### config.mk
export PLATFORM = sky130hd
export DESIGN_NAME = tlu_controller
export DESIGN_NICKNAME = d
export VERILOG_FILES = /design/src/tlu_pkg.sv /design/src/trigger_qualifier.sv /design/src/tlu_serial_receiver.sv /design/src/trigger_word_builder.sv /design/src/tlu_handshake_fsm.sv /design/src/tlu_controller.sv
export SDC_FILE = /design/constraint.sdc
export NUM_CORES = 1
export LEC_CHECK = 0
export ABC_CLOCK_PERIOD_IN_PS = 2800
export BUFFER_PORTS_ARGS = -buffer_cell sky130_fd_sc_hd__buf_2
export CORE_MARGIN = 10
export CORE_UTILIZATION = 40
export DETAILED_ROUTE_END_ITERATION = 7
export PLACE_DENSITY = 0.69
export SLEW_MARGIN = 20
export SYNTH_ARGS = -nofsm -noshare
export SYNTH_HDL_FRONTEND = slang
export SYNTH_SLANG_ARGS = --single-unit
### constraint.sdc
create_clock -name TRIGGER_CLK -period 2.8 [get_ports TRIGGER_CLK]
set_input_delay 0.14 -clock TRIGGER_CLK [delete_from_list [all_inputs] [get_ports TRIGGER_CLK]]
set_output_delay 0.14 -clock TRIGGER_CLK [all_outputs]
set_load 0.02 [all_outputs]
### src/tlu_pkg.sv
/* widths, trigger word and configuration structs, mode and FSM state encodings
   shared by the trigger logic unit controller */
package tlu_pkg;

    localparam int LATCH_MARGIN = 5; // sync cycles added to data_delay before latching

    typedef logic [31:0] trigger_count_t;
    typedef logic [30:0] tlu_number_t;  // zero-extended TLU trigger number
    typedef logic [7:0]  cycle_count_t; // threshold, handshake wait, high time
    typedef logic [3:0]  data_delay_t;  // cable delay in cycles

    typedef enum logic [1:0] {
        MODE_EXTERNAL = 2'd0,
        MODE_TLU_DATA = 2'd3 // 1 and 2 keep the unit idle
    } trigger_mode_e;

    typedef enum logic [2:0] {
        IDLE,
        SEND_COMMAND,
        WAIT_FOR_TRIGGER_LOW,
        SEND_TLU_CLOCK,
        WAIT_BEFORE_LATCH,
        LATCH_DATA,
        WAIT_FOR_ACK
    } tlu_state_e;

    // static while the unit is enabled
    typedef struct packed {
        trigger_mode_e mode;
        cycle_count_t  threshold;
        cycle_count_t  handshake_wait_cycles;
        data_delay_t   data_delay;
        logic          msb_first;
    } tlu_config_t;

    typedef struct packed {
        logic        lead_one; // always set
        tlu_number_t number;
    } trigger_word_t;

endpackage

### src/trigger_qualifier.sv
/* trigger input register, trigger and enable edge detection, high-time
   counter and per-mode acceptance rule */
`timescale 1ns/1ps

module trigger_qualifier
    import tlu_pkg::*;
(
    input  logic        TRIGGER_CLK,
    input  logic        RESET,
    input  logic        trigger,
    input  logic        trigger_enable,
    input  logic        busy,
    input  tlu_config_t cfg,
    output logic        qualified,
    output logic        trigger_flag,
    output logic        trigger_level
);

    logic         trigger_q;
    logic         trigger_ff;
    logic         enable_ff;
    logic         enable_flag;
    cycle_count_t high_count;
    logic         external_ok;
    logic         tlu_ok;

    always_ff @(posedge TRIGGER_CLK)
    begin
        if (RESET)
        begin
            trigger_q  <= 1'b0;
            trigger_ff <= 1'b0;
            enable_ff  <= 1'b0;
        end
        else
        begin
            trigger_q  <= trigger; // one input stage so acceptance lands one cycle after the edge
            trigger_ff <= trigger_q;
            enable_ff  <= trigger_enable;
        end
    end

    assign trigger_level = trigger_q;
    assign trigger_flag  = trigger_q & ~trigger_ff;
    assign enable_flag   = trigger_enable & ~enable_ff;

    // consecutive high cycles started only by an edge so a held trigger fires once
    always_ff @(posedge TRIGGER_CLK)
    begin
        if (RESET || busy || !trigger_enable || !trigger_q)
            high_count <= '0;
        else if ((high_count != '0 || trigger_flag) && high_count != '1)
            high_count <= high_count + 1'b1; // saturates at 255
    end

    // edge sample plus threshold more high samples
    assign external_ok = (cfg.threshold == '0) ? trigger_flag
                                               : (trigger_q && high_count >= cfg.threshold);

    // trigger already high when enabled counts as a handshake request
    assign tlu_ok = (trigger_q && enable_flag)
                 || (trigger_flag && cfg.handshake_wait_cycles == '0)
                 || (cfg.handshake_wait_cycles != '0
                     && high_count >= cfg.handshake_wait_cycles);

    always_comb
    begin
        qualified = 1'b0;
        if (trigger_enable && !busy)
        begin
            case (cfg.mode)
                MODE_EXTERNAL: qualified = external_ok;
                MODE_TLU_DATA: qualified = tlu_ok;
                default:       qualified = 1'b0;
            endcase
        end
    end

    // a qualified trigger is taken by the FSM and never re-qualified while busy
    a_qualified_taken: assert property (@(posedge TRIGGER_CLK) disable iff (RESET)
        qualified |=> (busy && !qualified))
        else $error("qualified trigger not taken up by the handshake FSM");

endmodule

### src/tlu_serial_receiver.sv
/* serial-to-parallel shift register on the trigger line and TLU trigger
   number extraction at the latch strobe */
`timescale 1ns/1ps

module tlu_serial_receiver
    import tlu_pkg::*;
#(
    parameter int DIVISOR              = 8,
    parameter int TLU_MAX_CLOCK_CYCLES = 17
) (
    input  logic        TRIGGER_CLK,
    input  logic        RESET,
    input  logic        trigger,
    input  logic        clear,
    input  logic        latch,
    input  logic        msb_first,
    output tlu_number_t tlu_number
);

    localparam int SR_WIDTH = (TLU_MAX_CLOCK_CYCLES + 1) * DIVISOR;
    localparam int RAW_BITS = TLU_MAX_CLOCK_CYCLES - 1; // start window carries no data
    localparam int NUM_BITS = (RAW_BITS > 31) ? 31 : RAW_BITS;

    logic [SR_WIDTH-1:0] shift_reg;
    tlu_number_t         extracted;

    always_ff @(posedge TRIGGER_CLK)
    begin
        if (RESET || clear)
            shift_reg <= '0;
        else
            shift_reg <= {shift_reg[SR_WIDTH-2:0], trigger}; // newest sample at bit 0
    end

    // window 0 holds the last data bit sent, the start bit sits above the data windows
    always_comb
    begin
        extracted = '0;
        for (int i = 0; i < NUM_BITS; i++)
        begin
            if (msb_first)
                extracted[i] = shift_reg[(i + 1) * DIVISOR - 1];
            else
                extracted[i] = shift_reg[(NUM_BITS - i) * DIVISOR - 1]; // lsb sent first
        end
    end

    always_ff @(posedge TRIGGER_CLK)
    begin
        if (RESET)
            tlu_number <= '0;
        else if (latch)
            tlu_number <= extracted; // valid the cycle after latch
    end

endmodule

### src/trigger_word_builder.sv
/* internal trigger counter with load, count snapshot and trigger word assembly */
`timescale 1ns/1ps

module trigger_word_builder
    import tlu_pkg::*;
(
    input  logic           TRIGGER_CLK,
    input  logic           RESET,
    input  logic           accepted_flag,
    input  logic           latch,
    input  logic           counter_set,
    input  trigger_count_t counter_set_value,
    input  trigger_mode_e  mode,
    input  tlu_number_t    tlu_number,
    output trigger_word_t  trigger_data
);

    trigger_count_t trigger_count;
    trigger_count_t count_snapshot;
    tlu_number_t    count_word;

    always_ff @(posedge TRIGGER_CLK)
    begin
        if (RESET)
            trigger_count <= '0;
        else if (counter_set) // load wins over counting
            trigger_count <= counter_set_value;
        else if (accepted_flag)
            trigger_count <= trigger_count + 1'b1;
    end

    // count as it stood when the trigger was accepted
    always_ff @(posedge TRIGGER_CLK)
    begin
        if (accepted_flag)
            count_snapshot <= trigger_count;
    end

    always_ff @(posedge TRIGGER_CLK)
    begin
        if (latch)
            count_word <= count_snapshot[30:0]; // lines up with the received number
    end

    assign trigger_data.lead_one = 1'b1;
    assign trigger_data.number   = (mode == MODE_TLU_DATA) ? tlu_number : count_word;

endmodule

### src/tlu_handshake_fsm.sv
/* trigger handshake FSM with TLU clock and latch-delay counters, sticky
   acknowledge flags and registered control outputs */
`timescale 1ns/1ps

module tlu_handshake_fsm
    import tlu_pkg::*;
#(
    parameter int DIVISOR              = 8,
    parameter int TLU_MAX_CLOCK_CYCLES = 17
) (
    input  logic        TRIGGER_CLK,
    input  logic        RESET,
    input  tlu_config_t cfg,
    input  logic        trigger_enable,
    input  logic        trigger,
    input  logic        trigger_flag,
    input  logic        qualified,
    input  logic        trigger_acknowledge,
    input  logic        fifo_acknowledge,
    output logic        accepted_flag,
    output logic        latch,
    output logic        trigger_data_write,
    output logic        fifo_preempt_req,
    output logic        tlu_busy,
    output logic        tlu_clock_enable
);

    localparam int CLOCK_CYCLES = TLU_MAX_CLOCK_CYCLES * DIVISOR;
    localparam int CLK_CNT_W    = $clog2(CLOCK_CYCLES + 1);

    tlu_state_e           state;
    tlu_state_e           next;
    logic [CLK_CNT_W-1:0] clock_count;
    logic [4:0]           wait_count;
    logic [4:0]           wait_target;
    logic                 trigger_ack_seen;
    logic                 fifo_ack_seen;
    logic                 both_acked;

    // LATCH_DATA and the latch register take two of the margin cycles
    assign wait_target = 5'(cfg.data_delay) + 5'(LATCH_MARGIN - 2);

    assign both_acked = (trigger_ack_seen || trigger_acknowledge)
                     && (fifo_ack_seen || fifo_acknowledge);

    always_comb
    begin
        next = state;
        case (state)
            IDLE:
            begin
                if (trigger_enable && qualified)
                begin
                    if (cfg.mode == MODE_EXTERNAL)
                        next = SEND_COMMAND;
                    else if (cfg.mode == MODE_TLU_DATA)
                        next = WAIT_FOR_TRIGGER_LOW;
                end
            end
            SEND_COMMAND:         next = LATCH_DATA; // no need to wait for trigger low
            WAIT_FOR_TRIGGER_LOW:
            begin
                if (!trigger)
                    next = SEND_TLU_CLOCK;
            end
            SEND_TLU_CLOCK:
            begin
                if (clock_count == CLK_CNT_W'(CLOCK_CYCLES - 1))
                    next = WAIT_BEFORE_LATCH;
            end
            WAIT_BEFORE_LATCH:
            begin
                if (wait_count == wait_target)
                    next = LATCH_DATA;
            end
            LATCH_DATA:           next = WAIT_FOR_ACK;
            WAIT_FOR_ACK:
            begin
                if (both_acked && !latch) // hold busy over the data write
                    next = IDLE;
            end
            default:              next = IDLE;
        endcase
    end

    always_ff @(posedge TRIGGER_CLK)
    begin
        if (RESET)
        begin
            state              <= IDLE;
            accepted_flag      <= 1'b0;
            latch              <= 1'b0;
            trigger_data_write <= 1'b0;
            fifo_preempt_req   <= 1'b0;
            tlu_busy           <= 1'b0;
            tlu_clock_enable   <= 1'b0;
        end
        else
        begin
            state              <= next;
            accepted_flag      <= (state == IDLE) && (next != IDLE);
            latch              <= (state == LATCH_DATA); // strobe trails the state
            trigger_data_write <= latch;
            fifo_preempt_req   <= (next != IDLE);
            tlu_busy           <= (next != IDLE);
            tlu_clock_enable   <= (next == SEND_TLU_CLOCK);
        end
    end

    always_ff @(posedge TRIGGER_CLK)
    begin
        if (RESET)
        begin
            clock_count      <= '0;
            wait_count       <= '0;
            trigger_ack_seen <= 1'b0;
            fifo_ack_seen    <= 1'b0;
        end
        else
        begin
            clock_count <= (state == SEND_TLU_CLOCK) ? clock_count + 1'b1 : '0;
            wait_count  <= (state == WAIT_BEFORE_LATCH) ? wait_count + 1'b1 : '0;
            if (state == IDLE)
            begin
                trigger_ack_seen <= 1'b0;
                fifo_ack_seen    <= 1'b0;
            end
            else
            begin
                if (trigger_acknowledge)
                    trigger_ack_seen <= 1'b1;
                if (fifo_acknowledge)
                    fifo_ack_seen <= 1'b1;
            end
        end
    end

    a_clock_in_tlu_mode: assert property (@(posedge TRIGGER_CLK) disable iff (RESET)
        tlu_clock_enable |-> (cfg.mode == MODE_TLU_DATA))
        else $error("TLU clock enabled outside TLU data mode");

    a_write_while_busy: assert property (@(posedge TRIGGER_CLK) disable iff (RESET)
        trigger_data_write |-> tlu_busy)
        else $error("trigger word written while not busy");

    // threshold-free external acceptance needs a fresh edge from the qualifier
    a_edge_accept: assert property (@(posedge TRIGGER_CLK) disable iff (RESET)
        (state == IDLE && next == SEND_COMMAND && cfg.threshold == '0) |-> trigger_flag)
        else $error("external trigger accepted without an edge");

endmodule

### src/tlu_controller.sv
/* trigger logic unit controller top, joins qualifier, serial receiver,
   word builder and handshake FSM */
`timescale 1ns/1ps

module tlu_controller
    import tlu_pkg::*;
#(
    parameter int DIVISOR              = 8,  // TLU clock period in cycles
    parameter int TLU_MAX_CLOCK_CYCLES = 17
) (
    input  logic           TRIGGER_CLK,
    input  logic           RESET,
    input  logic           trigger,
    input  logic           trigger_enable,
    input  logic           trigger_acknowledge,
    input  logic           fifo_acknowledge,
    input  logic           counter_set,
    input  trigger_count_t counter_set_value,
    input  tlu_config_t    cfg,
    output logic           trigger_data_write,
    output trigger_word_t  trigger_data,
    output logic           trigger_accepted_flag,
    output logic           fifo_preempt_req,
    output logic           tlu_busy,
    output logic           tlu_clock_enable
);

    logic        qualified;
    logic        trigger_flag;
    logic        trigger_level;
    logic        latch;
    tlu_number_t tlu_number;

    trigger_qualifier trigger_qualifier_inst (
        .TRIGGER_CLK    (TRIGGER_CLK),
        .RESET          (RESET),
        .trigger        (trigger),
        .trigger_enable (trigger_enable),
        .busy           (tlu_busy),
        .cfg            (cfg),
        .qualified      (qualified),
        .trigger_flag   (trigger_flag),
        .trigger_level  (trigger_level)
    );

    tlu_serial_receiver #(
        .DIVISOR              (DIVISOR),
        .TLU_MAX_CLOCK_CYCLES (TLU_MAX_CLOCK_CYCLES)
    ) tlu_serial_receiver_inst (
        .TRIGGER_CLK (TRIGGER_CLK),
        .RESET       (RESET),
        .trigger     (trigger), // raw line, alignment set by the latch delay
        .clear       (trigger_accepted_flag),
        .latch       (latch),
        .msb_first   (cfg.msb_first),
        .tlu_number  (tlu_number)
    );

    trigger_word_builder trigger_word_builder_inst (
        .TRIGGER_CLK       (TRIGGER_CLK),
        .RESET             (RESET),
        .accepted_flag     (trigger_accepted_flag),
        .latch             (latch),
        .counter_set       (counter_set),
        .counter_set_value (counter_set_value),
        .mode              (cfg.mode),
        .tlu_number        (tlu_number),
        .trigger_data      (trigger_data)
    );

    tlu_handshake_fsm #(
        .DIVISOR              (DIVISOR),
        .TLU_MAX_CLOCK_CYCLES (TLU_MAX_CLOCK_CYCLES)
    ) tlu_handshake_fsm_inst (
        .TRIGGER_CLK         (TRIGGER_CLK),
        .RESET               (RESET),
        .cfg                 (cfg),
        .trigger_enable      (trigger_enable),
        .trigger             (trigger_level),
        .trigger_flag        (trigger_flag),
        .qualified           (qualified),
        .trigger_acknowledge (trigger_acknowledge),
        .fifo_acknowledge    (fifo_acknowledge),
        .accepted_flag       (trigger_accepted_flag),
        .latch               (latch),
        .trigger_data_write  (trigger_data_write),
        .fifo_preempt_req    (fifo_preempt_req),
        .tlu_busy            (tlu_busy),
        .tlu_clock_enable    (tlu_clock_enable)
    );

endmodule

==> results of run 1 <==
-- cell usage after synthesis (3+ instances only) --
| cell | number | area [um2] |
|---|---|---|
| nor3_1 | 11 | 55.1 |
| nand3_1 | 17 | 85.1 |
| nor3b_1 | 3 | 22.5 |
| inv_1 | 31 | 116 |
| xor2_1 | 19 | 166 |
| clkbuf_1 | 34 | 128 |
| ha_1 | 24 | 300 |
| dfxtp_1 | 209 | 4180 |
| nand2_1 | 20 | 75.1 |
| a211o_1 | 3 | 26.3 |
| buf_2 | 3 | 15.0 |
| and3_1 | 8 | 50.1 |
| a311oi_1 | 4 | 35.0 |
| nor2b_1 | 21 | 131 |
| buf_4 | 5 | 37.5 |
| a21oi_1 | 14 | 70.1 |
| a211oi_2 | 3 | 37.5 |
| nand3b_1 | 3 | 22.5 |
| and4_1 | 6 | 52.6 |
| and2_1 | 130 | 813 |
| edfxtp_1 | 62 | 1860 |
| nand3_4 | 3 | 52.6 |
| nand4_1 | 13 | 81.3 |
| mux2i_1 | 19 | 190 |
| nor4_1 | 4 | 25.0 |
| or3_1 | 4 | 25.0 |
| o21ai_0 | 8 | 40.0 |
| o211a_1 | 4 | 40.0 |
| nor2_1 | 76 | 285 |
| xnor2_1 | 30 | 263 |
| nor4_2 | 7 | 87.6 |
| a211oi_1 | 30 | 225 |
| o21a_1 | 3 | 22.5 |
| mux2_2 | 16 | 180 |
-- metrics by stage --
stage                     power [mW]  instances  util (%)  worst slack (ns)
after floorplan                 4.84        878         -             0.289
after global placement          5.04       1268      43.5             0.639
after detailed placement        5.06       1268      43.5             0.597
after CTS                       8.57       1353      48.5             0.587
after global routing            8.81       1353      48.5             0.427
final                           8.48       1353      48.5             0.606
-- cell usage in the layout (no fill, tap or decap), drive strengths merged, types with 12 or more instances in the layout --
| master | n |
|---|---|
| a211oi | 33 |
| a21oi | 14 |
| and2 | 130 |
| buf | 104 |
| clkbuf | 39 |
| dfxtp | 209 |
| dlygate4sd3 | 37 |
| edfxtp | 62 |
| ha | 24 |
| inv | 31 |
| mux2 | 16 |
| mux2i | 19 |
| nand2 | 20 |
| nand3 | 20 |
| nand4 | 13 |
| nor2 | 76 |
| nor2b | 21 |
| nor3 | 13 |
| nor4 | 12 |
| xnor2 | 30 |
| xor2 | 19 |
-- worst paths after layout --
path,cells past startpoint,slack (ns),endpoint
setup / recovery,7,0.61,tlu_handshake_fsm_inst.fifo_preempt_req
hold / removal,2,0.01,trigger_qualifier_inst.trigger_ff
setup reg to reg,7,0.61,tlu_handshake_fsm_inst.fifo_preempt_req
hold reg to reg,1,0.41,tlu_serial_receiver_inst.shift_reg[31]
-- kinds of logic (layout without fill, tap and decap cells) --
logic type               count (synthesis)  in the layout  synth area share, %
multiplexers                            35             35                 3.68
other                                    1              1               0.0372
AND/OR/NAND/NOR                        338            338                 19.7
adder cells (fa/ha/maj)                 24             24                 2.98
XOR/XNOR                                49             49                 4.26
flip-flops                             271            271                 60.0
buffers and inverters                   76            221                 3.13
AO/OA/AOI/OAI                           84             84                 6.16
-- worst reg2reg max path, cell delays in order, from the launching register on --
cell	delay, ns
dfxtp_1	0.43
inv_1	0.13
ha_1	0.29
nand2b_1	0.13
a2111oi_0	0.41
o31ai_1	0.16
a211oi_2	0.37
a31oi_1	0.13
-- where the power goes --
part           internal [mW]  switching (mW)
clock network           2.05            1.43
logic                  0.255           0.425
registers               4.21           0.115
-- per-layer routing --
| layer | up-vias | share of wire, % | routed length (um) | GRT usage [%] |
|---|---|---|---|---|
| met3 | 33 | 5.3 | 1050 | 2.40 |
| met5 | - | 0 | 0 | 0 |
| met4 | 0 | 2.4 | 479 | 3.55 |
| li1 | 3250 | - | - | - |
| met2 | 116 | 46 | 9280 | 19.9 |
| met1 | 3002 | 46 | 9220 | 16.4 |
-- area by class of cell --
class                           instances  area [um2]
Clock inverter                          9        85.1
Tap cell                              330         413
Sequential cell                       271        6050
Inverter                               32         120
Multi-Input combinational cell        531        3720
Timing Repair Buffer                  141         923
Fill cell                            2258       12900
Clock buffer                           39         791
==> results.ini, run 1 <==
[synth]
ys_types = 58
synth_flop_cell = dfxtp_1
synth_nets = 964
synthCells = 878
ys_warn_count = 0
ys_seq_area_share_pct = 60.0
synth_area_mm2 = 0.0101
ys_async_sr_fraction_pct = 0
syn_area_per_cell_um2 = 11.5
synth-edff-count = 62
ys_ff_latch = 271

[critical_path]
end_kind = flip-flop
critPathMaxStageDelay_ns = 0.43
cp_num_buf_inv = 1
cp-start-kind = flip-flop
path_delay_family = compound AO/OA/AOI/OAI gates
cp.arrival_ns = 2.58
critPathLaunch = trigger_qualifier_inst.high_count[0]
crit_fanout = 6
r2r_start = trigger_qualifier_inst.high_count[0]
setup.worst_path.class = reg -> reg
cp.required_ns = 3.18
path_cells = inv_1 -> ha_1 -> nand2b_1 -> a2111oi_0 -> o31ai_1 -> a211oi_2 -> a31oi_1
critical_path.slowest_cell = dfxtp_1

[global_routing]
grt_pass1_vias = 6308
grt-ovfl-total = 0
antenna_found_initial = 0
grt_pass1_wl_um = 32300
grt_max_degree = 118
grtUsageTotal_pct = 12.3

[cts]
postCtsSetupRepairBufs = 0
hold_buffers = 37
htreeDepth = 1
clkSinkCount = 271
cts_tree = done
clockRootBuffer = clkbuf_16
numCtsBuffers = 26
cts_resized = 0
cts.clk_slew.worst_paths_ns = 0.06
clk_path_buf_depth = 3
clk_latency_ns = 0.53

[timing]
hold_violations = 0
fin_crit_ns = 2.19
skew_ns = 0.0187
rsz0062_at_grt = no
slew_headroom_pct = 59.8
slew_violations = 0
tightest_slew_ns = 0.602
finalSetupViolCount = 0
final.setup.tns_ns = 0
fmax_mhz = 456
fin_hold_ws_ns = 0.0114
min_period_over_period_pct = 78.3

[pwr]
vdd_drop_max_mv = 0.474
p_per_area_mw_per_mm2 = 701
leakagePower_nw = 4.75

[detailed_routing]
dr.first_iter.drc_count = 335
vias = 6401
vias_per_cell = 4.73
route.detailed.drc = 0
firstDrtPassIters = 4
wl_per_cell_um = 14.8
routed_wirelength_um = 20000
antenna_left = 0

[floorplan]
coreArea_mm2 = 0.0250
dieArea_mm2 = 0.0319
start_util_pct = 40.4
ios = 99
num_rows = 58
fp.dieW_um = 179
die_h_um = 179

[layout]
nNetsFinal = 1089
n_antenna_cell = 0
area_growth_syn_to_layout_pct = 20.1
layout-drive-gt1-share_pct = 18.2
fin_area_mm2 = 0.0121
largest_register_ffs = 128

[min_path]
hp-class = in -> reg
worstHoldStart = RESET

[place]
portBuffers = 96
place.gp.congestion = 0.783
dp_hpwl_um = 13400
post_dp_cell_area_mm2 = 0.0109

[outcome]
status = complete, no violations

[job]
drv_cap = 0

Note: power is estimated with default switching activity, not from simulation.
==> inputs of run 2 (changes only) <==
- ABC_AREA: default -> 1
- ABC_CLOCK_PERIOD_IN_PS: 2800 -> 1850
- PLACE_DENSITY: 0.69 -> 0.71
- clock period: 2.8 -> 1.85 ns (I/O delays scaled with it)
==> run 2 against run 1 <==
The run now ends with negative setup slack left. Cell count increased by 27%. Sequential share of layout area shrank 3.2 points. Critical path depth is 11 higher. Non-clock buffer count grew 44. Hold slack better by 0.052 ns. Combinational power rose by 110%. Flip-flop and latch count unchanged. Total power increased by 55%. First-iteration DRC count rose by 98%. Largest cell class unchanged. Highest routed layer unchanged.
==> results.ini, run 2 <==
[outcome]
status = finished, violations left  ; was complete, no violations
violations = negative setup slack

[synth]
synth-edff-count = 62  ; unchanged
ys_types = 36  ; was 58
synth_area_mm2 = 0.0103  ; was 0.0101 mm2
ys_async_sr_fraction_pct = 0  ; unchanged
synth_nets = 1288  ; was 964
synthTopCellsByArea = dfxtp_1 41%, edfxtp_1 18%, inv_1 7.7%, nand2_1 7.6%, nor2_1 7.5%  ; was dfxtp_1 42%, edfxtp_1 18%, and2_1 8.1%, ha_1 3.0%, nor2_1 2.8%
synth_area_leader_cell = dfxtp_1  ; unchanged
ys_seq_area_share_pct = 58.6  ; was 60.0%
synth_top_cell_area_share_pct = 40.6  ; was 41.5%
syn_area_per_cell_um2 = 8.58  ; was 11.5 um2
synthTopCellsByCount = 212 x inv_1, 209 x dfxtp_1, 208 x nand2_1  ; was 209 x dfxtp_1, 130 x and2_1, 76 x nor2_1
synthCells = 1202  ; was 878
ys_ff_latch = 271  ; unchanged
synth_flop_cell = dfxtp_1  ; unchanged
ys_warn_count = 0  ; unchanged
yosysMostFrequentCell = inv_1  ; was dfxtp_1

[detailed_routing]
wl_met3_um = 854  ; was 1050 um
vias_per_cell = 4.54  ; was 4.73
wl_met2_um = 10700  ; was 9280 um
wl_met1_um = 9510  ; was 9220 um
route.detailed.drc = 0  ; unchanged
vias = 7830  ; was 6401
wl_per_cell_um = 12.6  ; was 14.8 um
highest_layer = met4  ; unchanged
dr.first_iter.drc_count = 664  ; was 335
antenna_left = 0  ; unchanged
routed_wirelength_um = 21700  ; was 20000 um
firstDrtPassIters = 5  ; was 4

[timing]
fin_crit_ns = 1.91  ; was 2.19 ns
setup_slack_ns = -0.0576  ; was 0.606 ns
rsz0062_at_grt = yes  ; was no
min_period_over_period_pct = 103  ; was 78.3%
skew_ns = 0.0196  ; was 0.0187 ns
final.setup.tns_ns = -0.0924  ; was 0 ns
fmax_mhz = 524  ; was 456 MHz
tightest_slew_ns = 0.519  ; was 0.602 ns
slew_headroom_pct = 65.1  ; was 59.8%
slew_violations = 0  ; unchanged
finalSetupViolCount = 3  ; was 0
hold_violations = 0  ; unchanged

[floorplan]
ios = 99  ; unchanged
fp.dieW_um = 181  ; was 179 um
coreArea_mm2 = 0.0253  ; was 0.0250 mm2
die_h_um = 181  ; was 179 um
dieArea_mm2 = 0.0326  ; was 0.0319 mm2
num_rows = 58  ; unchanged
start_util_pct = 40.8  ; was 40.4%

[layout]
final_cell_mix = 209 x inv_1, 203 x nor2_1, 197 x nand2_1  ; was 207 x dfxtp_1, 130 x and2_1, 96 x buf_2
n_antenna_cell = 0  ; unchanged
nNetsFinal = 1459  ; was 1089
fillCellCount = 2277  ; was 2258
fin_area_mm2 = 0.0130  ; was 0.0121 mm2
layout-drive-gt1-share_pct = 18.7  ; was 18.2%
largest_register_ffs = 128  ; unchanged
layout_commonest_cell = inv_1  ; was dfxtp_1
area_growth_syn_to_layout_pct = 25.8  ; was 20.1%

[min_path]
worstHoldStart = cfg[0]  ; was RESET
hold_depth = 3  ; was 2
hp-class = in -> reg  ; unchanged
min_to = tlu_serial_receiver_inst.tlu_number[12]  ; was trigger_qualifier_inst.trigger_ff

[critical_path]
crit_fanout = 4  ; was 6
setup.worst_path.class = reg -> reg  ; unchanged
end_kind = flip-flop  ; unchanged
cp-start-kind = flip-flop  ; unchanged
r2r_start = trigger_qualifier_inst.high_count[0]  ; unchanged
reg2reg_depth = 18  ; was 7
reg2reg_to = tlu_handshake_fsm_inst.accepted_flag  ; was tlu_handshake_fsm_inst.fifo_preempt_req
reg2reg_slack_ns = -0.06  ; was 0.61 ns
cp.arrival_ns = 2.35  ; was 2.58 ns
cp.required_ns = 2.29  ; was 3.18 ns

[place]
post_dp_cell_area_mm2 = 0.0114  ; was 0.0109 mm2
place.gp.congestion = 0.858  ; was 0.783
portBuffers = 96  ; unchanged
dp_hpwl_um = 14700  ; was 13400 um

[pwr]
pwr-share-seq_pct = 49.8  ; was 51.0%
p_per_area_mw_per_mm2 = 1010  ; was 701 mW/mm2
vdd_drop_max_mv = 0.502  ; was 0.474 mV
clock_power_share_pct = 39.4  ; was 41.0%
leakagePower_nw = 5.31  ; was 4.75 nW
power.switching_mw = 3.24  ; was 1.97 mW
pwr-share-comb_pct = 10.9  ; was 8.0%
intPower_mw = 9.90  ; was 6.51 mW
switching_share_pct = 24.6  ; was 23.2%
total_power_mw = 13.1  ; was 8.48 mW

[cts]
htreeDepth = 1  ; unchanged
clk_path_buf_depth = 3  ; unchanged
numCtsBuffers = 26  ; unchanged
clk_latency_ns = 0.53  ; about the same
clockRootBuffer = clkbuf_16  ; unchanged
cts.clk_slew.worst_paths_ns = 0.06  ; about the same
clkSinkCount = 271  ; unchanged
cts_tree = done  ; unchanged

[global_routing]
grt_pass1_wl_um = 36400  ; was 32300 um
grt_pass1_vias = 7682  ; was 6308
antenna_found_initial = 0  ; unchanged
grtUsageTotal_pct = 12.9  ; was 12.3%
grt_max_degree = 63  ; was 118
grt-ovfl-total = 0  ; unchanged

[job]
drv_cap = 0  ; unchanged

==> run 2: changes by cell type after synthesis, sizes merged, moves of 29 or more <==
| cell | delta |
|---|---|
| nor2 | +134 |
| a21oi | +47 |
| nand2 | +190 |
| inv | +183 |
| and2 | -130 |
| a211oi | -33 |
| o21ai | +29 |
==> run 2: cell type report <==
cell class	instances	area (um2)	share of cell area [%]
sequential	271	6070	46.8
multi-input combinational	673	3550	27.4
timing repair buffer	185	1280	9.87
inverter	216	813	6.27
clock buffer	41	771	5.94
tap	330	413	3.18
clock inverter	7	71.3	0.550
==> run 2: per-layer routing <==
metal	GRT usage, %	vias to the layer above
met5	0	-
met2	22.5	181
met1	15.7	3548
met3	1.93	48
met4	5.12	0
li1	-	4053
==> run 2: worst max-delay path, stage by stage (launching register included) <==
cell and delay (ns):
dfxtp_2 0.35, inv_4 0.05, ha_4 0.26, nand2_2 0.04, nor2_1 0.09, nor2_1 0.04
nand2_1 0.07, nand2_1 0.05, nand2_1 0.06, nand2_1 0.05, nand2_1 0.05, nand2_1 0.06
nand2_2 0.10, nand2_1 0.05, nand2_1 0.10, nand3_2 0.09, nand2_2 0.12, nand2_4 0.07
a21oi_2 0.14
==> run 2: repair_timing <==
action,CTS,global route
hold buffers,38,0
hold endpoints to repair,39,0
pin swaps,8,27
gates resized for setup,27,50
setup endpoints to repair,9,20
setup buffers,4,8
==> run 2: kinds of logic after synthesis <==
kind of cell | Yosys count | share of synthesized area, %
AOI/OAI and AO/OA | 126 | 6.59
xor gates and xnor gates | 34 | 2.89
adders and majority gates | 24 | 2.91
buffers and inverters | 258 | 9.48
DFF | 271 | 58.6
other | 1 | 0.0364
and+or+nand+nor | 488 | 19.5
==> run 2: worst max-delay path by stage <==
stage / to / start / slack (ns) / cells after the start
finish: tlu_handshake_fsm_inst.accepted_flag / trigger_qualifier_inst.high_count[0] / -0.06 / 18
global route: tlu_handshake_fsm_inst.accepted_flag / trigger_qualifier_inst.high_count[0] / -0.24 / 18
CTS: trigger_word_builder_inst.trigger_count[30] / trigger_word_builder_inst.trigger_count[0] / -0.04 / 10
detailed placement: tlu_handshake_fsm_inst.tlu_clock_enable / trigger_qualifier_inst.high_count[1] / -0.13 / 16
global placement: tlu_handshake_fsm_inst.accepted_flag / trigger_qualifier_inst.high_count[1] / -0.03 / 16
floorplan: tlu_serial_receiver_inst.shift_reg[107] / tlu_handshake_fsm_inst.accepted_flag / 0.02 / 5
==> run 2: through the flow <==
step	setup slack, ns	hold slack [ns]	util (%)	std cells
final	-0.0576	0.0637	51.4	1723
after global routing	-0.240	0.0720	51.4	1723
after CTS	-0.0360	0.0317	50.4	1717
after detailed placement	-0.130	0.334	45.1	1627
after global placement	-0.0322	0.329	45.1	1627
after floorplan	0.0208	0.218	-	1202
==> run 2: power groups by stage <==
| stage | sequential [mW] | clock (mW) | combinational, mW |
|---|---|---|---|
| 2_1_floorplan | 6.68 | 0 | 0.740 |
| 3_3_place_gp | 6.65 | 0 | 1.17 |
| 3_5_place_dp | 6.66 | 0 | 1.20 |
| 4_1_cts | 6.54 | 5.27 | 1.29 |
| 5_1_grt | 6.57 | 5.52 | 1.59 |
| 6_report | 6.54 | 5.17 | 1.43 |
==> inputs of run 3 (changes only) <==
- CELL_PAD_IN_SITES_DETAIL_PLACEMENT: default -> 1
- CELL_PAD_IN_SITES_GLOBAL_PLACEMENT: default -> 1
- HOLD_SLACK_MARGIN: default -> 0.02
- PLACE_DENSITY: 0.71 -> 0.81
==> run 3 against run 2 <==
Largest power group unchanged. Via count up 6.6%. Clock skew down 0.0043 ns. The flow still finishes with violations (negative setup slack). Sequential share of layout area down 1.3 points. Highest routed layer unchanged. Cell count up 1.1%. Critical path type unchanged.
==> results.ini, run 3 (same netlist as run 2, synthesis figures left out) <==
[outcome]
status = finished, violations left  ; unchanged
violations = negative setup slack  ; unchanged

[critical_path]
setup.worst_path.class = reg -> reg  ; unchanged
cp.arrival_ns = 2.57  ; was 2.35 ns
reg2reg_depth = 14  ; was 18
reg2reg_slack_ns = -0.23  ; was -0.06 ns
crit_fanout = 4  ; unchanged
end_kind = flip-flop  ; unchanged
cp-start-kind = flip-flop  ; unchanged
cp.required_ns = 2.34  ; was 2.29 ns

[timing]
rsz0062_at_grt = yes  ; unchanged
slew_violations = 0  ; unchanged
fmax_mhz = 480  ; was 524 MHz
fin_crit_ns = 2.08  ; was 1.91 ns
hold_violations = 0  ; unchanged
slew_headroom_pct = 60.8  ; was 65.1%
skew_ns = 0.0153  ; was 0.0196 ns
finalSetupViolCount = 14  ; was 3
tightest_slew_ns = 0.587  ; was 0.519 ns
min_period_over_period_pct = 113  ; was 103%
setup_slack_ns = -0.232  ; was -0.0576 ns

[layout]
n_antenna_cell = 0  ; unchanged
fillCellCount = 2948  ; was 2277
multi_input_area_mm2 = 0.00363  ; was 0.00355 mm2
regArea_mm2 = 0.00608  ; was 0.00607 mm2
nNetsFinal = 1475  ; was 1459
area_growth_syn_to_layout_pct = 29.5  ; was 25.8%
layout-drive-gt1-share_pct = 21.0  ; was 18.7%
layout_commonest_cell = inv_1  ; unchanged
final_cell_mix = 207 x inv_1, 201 x nor2_1, 194 x nand2_1  ; was 209 x inv_1, 203 x nor2_1, 197 x nand2_1
largest_register_ffs = 128  ; unchanged
fin_area_mm2 = 0.0134  ; was 0.0130 mm2

[cts]
cts_tree = done  ; unchanged
htreeDepth = 1  ; unchanged
numCtsBuffers = 29  ; was 26
clk_latency_ns = 0.55  ; was 0.53 ns
clk_path_buf_depth = 3  ; unchanged
clkSinkCount = 271  ; unchanged
clockRootBuffer = clkbuf_16  ; unchanged
cts.clk_slew.worst_paths_ns = 0.06  ; about the same

[min_path]
hold_depth = 3  ; unchanged
hp-class = in -> reg  ; unchanged

[place]
dp_hpwl_um = 17500  ; was 14700 um
post_dp_cell_area_mm2 = 0.0114  ; about the same
dp_slack_ns = -0.181  ; was -0.130 ns
portBuffers = 96  ; unchanged
place.gp.congestion = 0.776  ; was 0.858

[global_routing]
grtUsageTotal_pct = 16.6  ; was 12.9%
grt_pass1_vias = 8875  ; was 7682
grt_max_degree = 74  ; was 63
grt_pass1_wl_um = 45600  ; was 36400 um
grt-ovfl-total = 0  ; unchanged
antenna_found_initial = 0  ; unchanged

[detailed_routing]
routed_wirelength_um = 28700  ; was 21700 um
antenna_left = 0  ; unchanged
route.detailed.drc = 0  ; unchanged
firstDrtPassIters = 5  ; unchanged
wl_per_cell_um = 16.5  ; was 12.6 um
dr.first_iter.drc_count = 453  ; was 664
vias_per_cell = 4.79  ; was 4.54
vias = 8347  ; was 7830

[floorplan]
start_util_pct = 40.8  ; unchanged
dieArea_mm2 = 0.0326  ; unchanged
coreArea_mm2 = 0.0253  ; unchanged
num_rows = 58  ; unchanged
fp.dieW_um = 181  ; unchanged
ios = 99  ; unchanged
die_h_um = 181  ; unchanged

[pwr]
leakagePower_nw = 5.51  ; was 5.31 nW
vdd_drop_max_mv = 0.492  ; was 0.502 mV
total_power_mw = 14.2  ; was 13.1 mW
p_per_area_mw_per_mm2 = 1070  ; was 1010 mW/mm2

[job]
drv_cap = 0  ; unchanged

## run 3: cell count changes in the layout (fill, tap and decap cells not counted), sizes merged
cell / previous run / this run
clkinvlp: 0 / 1
inv: 217 / 215
clkbuf: 41 / 37
clkinv: 5 / 12
dlygate4sd3: 38 / 39
bufinv: 1 / 5
buf: 147 / 159
## run 3: path summary, 6_finish.rpt
check	startpoint	to
setup / recovery	trigger_word_builder_inst.trigger_count[1]	trigger_word_builder_inst.trigger_count[29]
hold / removal	cfg[0]	tlu_serial_receiver_inst.tlu_number[11]
setup reg to reg	trigger_word_builder_inst.trigger_count[1]	trigger_word_builder_inst.trigger_count[29]
hold reg to reg	tlu_serial_receiver_inst.shift_reg[106]	tlu_serial_receiver_inst.shift_reg[107]
## run 3: report_power, final
group | switching [mW] | leakage [nW] | internal (mW) | total, mW
registers | 0.192 | 2.27 | 6.37 | 6.56
clock network | 2.40 | 0.508 | 3.75 | 6.15
logic | 0.995 | 2.73 | 0.532 | 1.53
total | 3.58 | 5.51 | 10.6 | 14.2
## run 3: final cells by class
cell class	count	share of cell area, %
Sequential cell	271	45.5
Multi-Input combinational cell	673	27.2
Timing Repair Buffer	198	10.4
Inverter	216	6.12
Clock buffer	37	5.96
Tap cell	330	3.09
Clock inverter	17	1.72
## run 3: timing repair
action                                  in CTS  in global routing
buffers inserted                             9                 14
pin swaps                                   18                 35
endpoints found under the hold margin       39                  0
gates resized for setup                     48                 51
endpoints found under the setup margin      14                 34
hold buffers                                39                  0
## run 3: per-layer routing
layer / track usage (%) / vias to the layer above / wire length [um]
li1: - / 4088 / -
met1: 18.8 / 4045 / 11800
met2: 31.2 / 160 / 15200
met3: 2.01 / 54 / 830
met4: 5.54 / 0 / 829
met5: 0 / - / 0
## run 3: per-stage QoR
stage               setup TNS [ns]  utilization (%)  cells  hold WS [ns]
finish                       -1.18             52.9   1742        0.0500
global route                 -3.44             52.9   1742        0.0527
CTS                         -0.481             51.9   1735        0.0304
detailed placement          -0.925             45.2   1633         0.349
global placement            -0.120             45.2   1633         0.329
floorplan                        0                -   1202         0.218
## run 3: critical path, cell delays in order, from the launching register on
cell and delay (ns):
dfxtp_4 0.37, buf_6 0.11, nand3_4 0.08, inv_2 0.07
nand2_4 0.05, nor2_4 0.09, inv_2 0.04, or2_4 0.26
nor2_4 0.14, nand2_2 0.08, nor3_2 0.14, nand2_2 0.12
xnor2_2 0.25, nand2_1 0.11, a21oi_2 0.12
